## src/qeciphy_defines.svh

```systemverilog
// QECIPHY transmit framing constants
// Frame geometry, fixed slot words and CRC-16 parameters
`ifndef QECIPHY_DEFINES_SVH
`define QECIPHY_DEFINES_SVH

// Slots per frame, slot 0 is the FAW
`define QECIPHY_FRAME_SLOTS 64

// Data slots covered by one CRC word, so a CRC slot every 7 slots
`define QECIPHY_CRC_GROUP 6

// Alignment pattern for bits 63:8 of the FAW word
`define QECIPHY_FAW_PATTERN 56'hA5C3_96F0_3C5A_E1

// Filler word for a data slot with nothing to send
`define QECIPHY_IDLE_WORD 64'hB7B7_B7B7_B7B7_B7B7

// Upper 48 bits of every CRC word
`define QECIPHY_CRC_TAG 48'hC3C3_5A5A_C3C3

// CRC-16 polynomial and start value
`define QECIPHY_CRC_POLY 16'h1021
`define QECIPHY_CRC_INIT 16'hFFFF

`endif

```

## src/qeciphy_pkg.sv

```systemverilog
// QECIPHY transmit types
// Slot markers and one-hot link mode shared by the framing blocks
package qeciphy_pkg;

   // Position of the current slot within the frame
   typedef struct packed {
      // Slot 0, carries the FAW
      logic faw;
      // Slot carries a CRC word
      logic crc;
      // Last slot of the frame
      logic frame_end;
   } tx_slot_t;

   // Link mode, exactly one bit high
   typedef struct packed {
      // Nothing is sent, line words are zero
      logic off;
      // Framing runs, data slots carry the idle word
      logic idle;
      // Framing runs and user data is accepted
      logic active;
   } tx_mode_t;

endpackage

```

## src/qeciphy_tx_slot_counter.sv

```systemverilog
// QECIPHY transmit slot counter
// Tracks the slot position in the frame and marks FAW, CRC and frame-end slots
`timescale 1ns/1ps
`include "qeciphy_defines.svh"

module qeciphy_tx_slot_counter
   import qeciphy_pkg::*;
(
   input  logic     clk_i,
   input  logic     rst_n_i,
   output tx_slot_t slot_o
);

   localparam int frame_w = $clog2(`QECIPHY_FRAME_SLOTS);
   localparam int group_w = $clog2(`QECIPHY_CRC_GROUP + 1);

   logic [frame_w-1:0] frame_cnt_q;
   logic [group_w-1:0] group_cnt_q;

   // Markers decode straight from the counters
   always_comb begin
      slot_o.faw       = (frame_cnt_q == '0);
      slot_o.crc       = (group_cnt_q == group_w'(`QECIPHY_CRC_GROUP));
      slot_o.frame_end = (frame_cnt_q == frame_w'(`QECIPHY_FRAME_SLOTS - 1));
   end

   always_ff @(posedge clk_i) begin
      if (!rst_n_i) begin
         frame_cnt_q <= '0;
         group_cnt_q <= '0;
      end else begin
         if (slot_o.frame_end) begin
            frame_cnt_q <= '0;
         end else begin
            frame_cnt_q <= frame_cnt_q + 1'b1;
         end

         // Group count is the number of data slots since the last FAW or CRC slot
         if (slot_o.faw || slot_o.crc) begin
            group_cnt_q <= '0;
         end else begin
            group_cnt_q <= group_cnt_q + 1'b1;
         end
      end
   end

endmodule

```

## src/qeciphy_tx_mode_ctrl.sv

```systemverilog
// QECIPHY transmit mode controller
// Decodes the enable levels into a one-hot mode that only changes between frames
`timescale 1ns/1ps

module qeciphy_tx_mode_ctrl
   import qeciphy_pkg::*;
(
   input  logic     clk_i,
   input  logic     rst_n_i,
   input  tx_slot_t slot_i,
   input  logic     tx_en_i,
   input  logic     data_en_i,
   output tx_mode_t mode_o
);

   tx_mode_t mode_d;
   tx_mode_t mode_q;

   // Requested mode from the current enable levels
   always_comb begin
      mode_d = '0;
      if (!tx_en_i) begin
         mode_d.off = 1'b1;
      end else if (data_en_i) begin
         mode_d.active = 1'b1;
      end else begin
         mode_d.idle = 1'b1;
      end
   end

   // Load in the last slot so the new mode starts with the next FAW
   always_ff @(posedge clk_i) begin
      if (!rst_n_i) begin
         mode_q <= '{off: 1'b1, idle: 1'b0, active: 1'b0};
      end else if (slot_i.frame_end) begin
         mode_q <= mode_d;
      end
   end

   assign mode_o = mode_q;

endmodule

```

## src/qeciphy_tx_crc.sv

```systemverilog
// QECIPHY transmit CRC-16
// Running CRC over slot words, MSB first, restarted per CRC group
`timescale 1ns/1ps
`include "qeciphy_defines.svh"

module qeciphy_tx_crc (
   input  logic        clk_i,
   input  logic        rst_n_i,
   input  logic [63:0] word_i,
   input  logic        word_valid_i,
   input  logic        restart_i,
   output logic [15:0] crc_o
);

   logic [15:0] crc_q;

   // Folds one 64-bit word into the CRC, one bit at a time from bit 63 down
   function automatic logic [15:0] crc16_word(input logic [15:0] crc_in,
                                              input logic [63:0] word);
      logic [15:0] crc;
      logic        feedback;
      crc = crc_in;
      for (int i = 63; i >= 0; i--) begin
         feedback = crc[15] ^ word[i];
         crc      = {crc[14:0], 1'b0};
         if (feedback) begin
            crc = crc ^ `QECIPHY_CRC_POLY;
         end
      end
      return crc;
   endfunction

   always_ff @(posedge clk_i) begin
      if (!rst_n_i) begin
         crc_q <= `QECIPHY_CRC_INIT;
      end else if (restart_i) begin
         // Restart has priority, FAW and CRC slots never feed a word
         crc_q <= `QECIPHY_CRC_INIT;
      end else if (word_valid_i) begin
         crc_q <= crc16_word(crc_q, word_i);
      end
   end

   assign crc_o = crc_q;

endmodule

```

## src/qeciphy_tx_packet_gen.sv

```systemverilog
// QECIPHY transmit packet generator
// Picks the FAW, CRC, idle or data word for each slot and registers it onto the line
`timescale 1ns/1ps
`include "qeciphy_defines.svh"

module qeciphy_tx_packet_gen (
   input  logic        clk_i,
   input  logic        rst_n_i,
   input  logic        faw_boundary_i,
   input  logic        crc_boundary_i,
   input  logic [63:0] s_axis_tdata_i,
   input  logic        s_axis_tvalid_i,
   output logic        s_axis_tready_o,
   output logic [63:0] m_axis_tdata_o,
   output logic        m_axis_tdata_isfaw_o,
   input  logic        tx_off_i,
   input  logic        tx_idle_i,
   input  logic        tx_active_i,
   input  logic        rx_rdy_i
);

   logic        data_slot;
   logic        xfer;
   logic        crc_feed;
   logic        crc_restart;
   logic [15:0] crc_value;
   logic [63:0] data_word;
   logic [63:0] slot_word;
   logic        slot_isfaw;

   assign data_slot = !faw_boundary_i && !crc_boundary_i;

   // Only back-pressure is slot type and mode, never valid
   assign s_axis_tready_o = data_slot && tx_active_i;
   assign xfer            = s_axis_tready_o && s_axis_tvalid_i;

   // Data slot payload, idle filler when nothing transfers
   assign data_word = xfer ? s_axis_tdata_i : `QECIPHY_IDLE_WORD;

   // Every data slot sent on a live link is covered by the CRC
   assign crc_feed    = data_slot && (tx_idle_i || tx_active_i);
   assign crc_restart = faw_boundary_i || crc_boundary_i;

   qeciphy_tx_crc u_crc (
      .clk_i        (clk_i),
      .rst_n_i      (rst_n_i),
      .word_i       (data_word),
      .word_valid_i (crc_feed),
      .restart_i    (crc_restart),
      .crc_o        (crc_value)
   );

   always_comb begin
      slot_word  = '0;
      slot_isfaw = 1'b0;
      // Off mode leaves the line at zero in every slot
      if (!tx_off_i) begin
         if (faw_boundary_i) begin
            slot_word  = {`QECIPHY_FAW_PATTERN, 7'b0, rx_rdy_i};
            slot_isfaw = 1'b1;
         end else if (crc_boundary_i) begin
            slot_word = {`QECIPHY_CRC_TAG, crc_value};
         end else begin
            slot_word = data_word;
         end
      end
   end

   // Slot word goes out one cycle after its slot
   always_ff @(posedge clk_i) begin
      if (!rst_n_i) begin
         m_axis_tdata_o       <= '0;
         m_axis_tdata_isfaw_o <= 1'b0;
      end else begin
         m_axis_tdata_o       <= slot_word;
         m_axis_tdata_isfaw_o <= slot_isfaw;
      end
   end

endmodule

```

## src/qeciphy_tx_top.sv

```systemverilog
// QECIPHY transmit framing top
// Slot counter and mode controller driving the packet generator
`timescale 1ns/1ps

module qeciphy_tx_top
   import qeciphy_pkg::*;
(
   input  logic        clk_i,
   input  logic        rst_n_i,
   input  logic        tx_en_i,
   input  logic        data_en_i,
   input  logic        rx_rdy_i,
   input  logic [63:0] s_axis_tdata_i,
   input  logic        s_axis_tvalid_i,
   output logic        s_axis_tready_o,
   output logic [63:0] m_axis_tdata_o,
   output logic        m_axis_tdata_isfaw_o
);

   tx_slot_t slot;
   tx_mode_t mode;
   logic     faw_boundary;
   logic     crc_boundary;
   logic     tx_off;
   logic     tx_idle;
   logic     tx_active;

   qeciphy_tx_slot_counter u_slot_counter (
      .clk_i   (clk_i),
      .rst_n_i (rst_n_i),
      .slot_o  (slot)
   );

   qeciphy_tx_mode_ctrl u_mode_ctrl (
      .clk_i     (clk_i),
      .rst_n_i   (rst_n_i),
      .slot_i    (slot),
      .tx_en_i   (tx_en_i),
      .data_en_i (data_en_i),
      .mode_o    (mode)
   );

   // Split the structs into the packet generator's single-bit controls
   assign faw_boundary = slot.faw;
   assign crc_boundary = slot.crc;
   assign tx_off       = mode.off;
   assign tx_idle      = mode.idle;
   assign tx_active    = mode.active;

   qeciphy_tx_packet_gen u_packet_gen (
      .clk_i                (clk_i),
      .rst_n_i              (rst_n_i),
      .faw_boundary_i       (faw_boundary),
      .crc_boundary_i       (crc_boundary),
      .s_axis_tdata_i       (s_axis_tdata_i),
      .s_axis_tvalid_i      (s_axis_tvalid_i),
      .s_axis_tready_o      (s_axis_tready_o),
      .m_axis_tdata_o       (m_axis_tdata_o),
      .m_axis_tdata_isfaw_o (m_axis_tdata_isfaw_o),
      .tx_off_i             (tx_off),
      .tx_idle_i            (tx_idle),
      .tx_active_i          (tx_active),
      .rx_rdy_i             (rx_rdy_i)
   );

endmodule

```

## config.mk

```make
export PLATFORM = sky130hd
export DESIGN_NAME = qeciphy_tx_top
export DESIGN_NICKNAME = d
export VERILOG_FILES = /design/src/qeciphy_pkg.sv /design/src/qeciphy_tx_slot_counter.sv /design/src/qeciphy_tx_mode_ctrl.sv /design/src/qeciphy_tx_crc.sv /design/src/qeciphy_tx_packet_gen.sv /design/src/qeciphy_tx_top.sv
export VERILOG_INCLUDE_DIRS = /design/src
export SDC_FILE = /design/constraint.sdc
export NUM_CORES = 1
export LEC_CHECK = 0
export ABC_AREA = 0
export BUFFER_PORTS_ARGS = -buffer_cell sky130_fd_sc_hd__buf_2
export CORE_ASPECT_RATIO = 0.5
export CORE_UTILIZATION = 60
export CTS_CLUSTER_SIZE = 20
export DETAILED_ROUTE_END_ITERATION = 8
export MAX_ROUTING_LAYER = met4
export PLACE_DENSITY = 0.87
export SYNTH_ARGS = -nofsm -noshare
export SYNTH_HDL_FRONTEND = slang
export SYNTH_HIERARCHICAL = 1
export SYNTH_SLANG_ARGS = --single-unit
```

## constraint.sdc

```tcl
create_clock -name clk_i -period 8 [get_ports clk_i]
set_input_delay 0.8 -clock clk_i [delete_from_list [all_inputs] [get_ports clk_i]]
set_output_delay 0.8 -clock clk_i [all_outputs]
set_load 0.05 [all_outputs]
```

==> impl_metrics.json <==
{
  "status": "completed",
  "setup_slack_ns": 1.646,
  "grt_max_degree": 64,
  "hold_slack_ns": 0.4631,
  "ir_worst_vdd_v": 0.00009647,
  "final_util": 0.7277,
  "synth_xor_area_frac": 0.4595,
  "cts_root_buf": "clkbuf_16",
  "first_pass_iters": 4,
  "diodes": 0,
  "synth-simple-area-share": 0.1643,
  "tns_ns": 0,
  "grt_util_all_layers": 0.2890,
  "grt_pass1_wl_um": 22380,
  "viasPerCell": 5.211,
  "final_common_cell": "buf_2",
  "die_area_um2": 11050,
  "rows": 26,
  "cts_repair_resize_count": 0,
  "final_cell_mix": "buf_2, dfxtp_1, xnor2_1, nor2_1, xnor3_1",
  "cts_num_sinks": 93,
  "routed_wl_um": 14890,
  "place.gp.congestion": 0.9860,
  "clock.fmax_ghz": 0.1574,
  "grt_pass1_vias": 4153,
  "die_w_um": 147.7,
  "endpoint_kind": "register",
  "dp_hpwl_um": 11740,
  "p_seq_frac": 0.487,
  "vias": 4393,
  "maxSlewHeadroom": 0.2471,
  "power_switching_share": 0.2263,
  "max_cap_viol_count": 0,
  "syn_avg_cell_area_um2": 11.21,
  "syn_nets": 642,
  "hold_path_class": "register to register",
  "tightestPinTransition_ns": 1.127,
  "clock_path_buffers": 2,
  "die_h_um": 74.84,
  "cts_tree": "done",
  "htreeDepth": 3,
  "drc": 0,
  "ant_nets": 0,
  "finalSetupViolCount": 0,
  "clk_latency_ns": 0.34,
  "overflow": 0,
  "cp.arrival_ns": 6.53,
  "pin_count": 136,
  "hold_violations": 0,
  "slowest_stage": "and4bb_4",
  "postSynthCellCount": 568,
  "antenna_found_initial": 0,
  "power_leakage_nw": 3.733,
  "synth_adder_area_share": 0.007862,
  "synth.yosys.seq_area_share": 0.2925,
  "crit_top_cell": "xnor3_1",
  "max_stage_delay_ns": 0.95,
  "synth_edf_count": 0,
  "cts_buffers": 9,
  "muxShareOfSynthArea": 0.001572,
  "synthFlopType": "dfxtp_1",
  "areaGrowthSynthToFinish_pct": 17.14,
  "crit_path_cell_trace": "inv_1 > ha_1 > and2_1 > and4bb_4 > nand2b_1 > xnor2_1 > xnor3_1 > xnor3_1 > xor2_1 > xnor3_1 > xnor3_1 > xnor2_2 > xnor3_2 > xnor3_1 > nor2_1 > o21ai_1",
  "post_drt_wl_per_cell_um": 17.66,
  "netSwitchingPower_mw": 0.2177,
  "drt_iter0_drc": 356,
  "drive_gt1_frac": 0.2817,
  "powerDensity_nw_per_um2": 129.0,
  "cp_max_fo": 63,
  "path_class": "register to register",
  "clkPwrFrac": 0.470,
  "synth_area_um2": 6366,
  "fin_crit_sh": 0.7943,
  "dp_slack_ns": 1.745,
  "synth_top_family_by_area": "XOR/XNOR gates",
  "fin_crit_ns": 6.354,
  "cts_hold_buf": 0,
  "intPower_mw": 0.7444,
  "required_ns": 8.18,
  "fin_nets": 772,
  "yosys_warnings": 6,
  "cts_setup_buffers": 0,
  "drv_slew": 0,
  "finClkSkew_ns": 0.007068,
  "power.share.combinational": 0.043,
  "start_util": 0.6212,
  "synth_compound_area_frac": 0.04737,
  "coreArea_um2": 10250,
  "synth_seq_cells": 93,
  "synth.distinct_cells": 49,
  "start_kind": "register",
  "async_flop_share": 0,
  "path_clk_slew_ns": 0.07,
  "nFillCells": 724,
  "rsz0062_at_grt": "no",
  "portBuffers": 135
}
## worst paths after layout
kind	to	start	slack, ns	cells past startpoint
worst min-delay path	u_slot_counter/group_cnt_q[0]	u_slot_counter/group_cnt_q[0]	0.46	1
worst max-delay path	u_packet_gen/u_crc/crc_o[5]	u_slot_counter/group_cnt_q[0]	1.65	16
worst max register to register	u_packet_gen/u_crc/crc_o[5]	u_slot_counter/group_cnt_q[0]	1.65	16
worst min register to register	u_slot_counter/group_cnt_q[0]	u_slot_counter/group_cnt_q[0]	0.46	1
## cell type report
class	count	area, um2	share of cell area
multi-input combinational	436	4333	0.5810
sequential	93	1862	0.2497
timing repair buffer	137	690.7	0.09262
clock buffer	10	239.0	0.03205
tap	140	175.2	0.02349
clock inverter	6	78.83	0.01057
inverter	21	78.83	0.01057
## cell usage after synthesis (4+ instances only)
cell type	count	area [um2]
o21ai_1	5	25.02
clkbuf_1	10	37.54
nand2_1	16	60.06
xor3_1	11	261.5
xnor2_1	74	648.1
a21oi_1	6	30.03
nor3b_1	9	67.56
o21ai_0	19	95.09
and2_1	26	162.7
xnor2_2	16	260.3
nand2b_1	42	262.8
xnor3_1	44	991.0
nor2b_1	28	175.2
inv_1	20	75.07
xor2_2	5	81.33
nor2_1	51	191.4
xor2_1	25	219.0
ha_1	4	50.05
xnor3_2	15	356.6
dfxtp_1	93	1862
buf_2	5	25.02
## metal layers
metal / track usage / wire (um)
met1: 0.3837 / 6760
met2: 0.4523 / 6801
met3: 0.06788 / 1135
met4: 0.07331 / 189
met5: - / 0
## state kept, by name, summed over array words and instances, names as in the netlist
| signal | cells |
|---|---|
| u_packet_gen/m_axis_tdata_isfaw_o | 1 |
| u_packet_gen/u_crc/crc_o | 16 |
| u_mode_ctrl/mode_o | 3 |
| u_slot_counter/frame_cnt_q | 6 |
| u_packet_gen/m_axis_tdata_o | 64 |
| u_slot_counter/group_cnt_q | 3 |
## power groups by stage
stage          registers, mW  logic, mW  clock network (mW)
3_5_place_dp           0.480     0.0403                   0
4_1_cts                0.469     0.0408               0.461
3_3_place_gp           0.479     0.0396                   0
5_1_grt                0.469     0.0456               0.479
2_1_floorplan          0.479     0.0176                   0
6_report               0.469     0.0410               0.452
## critical path, delay by kind of cell (launching register included)
family	cells	cell delay, ns
and+or+nand+nor	4	1.82
buffers and inverters	1	0.06
DFF	1	0.36
adders and majority gates	1	0.20
AOI/OAI and AO/OA	1	0.07
xor gates and xnor gates	9	3.64
## logic make-up after synthesis
group | after synthesis
AOI/OAI and AO/OA | 48
xor gates and xnor gates | 194
adders and majority gates | 4
buffers and inverters | 39
DFF | 93
muxes | 1
and+or+nand+nor | 189
## through the flow
step | cell area [um2] | instances | power [mW]
final | 7457 | 843 | 0.9621
after global routing | 7457 | 843 | 0.9932
after CTS | 7457 | 843 | 0.9701
after detailed placement | 7139 | 827 | 0.5198
after global placement | 7139 | 827 | 0.5187
after floorplan | 6366 | 568 | 0.4963
No activity file was read; power rests on OpenSTA's default activity.
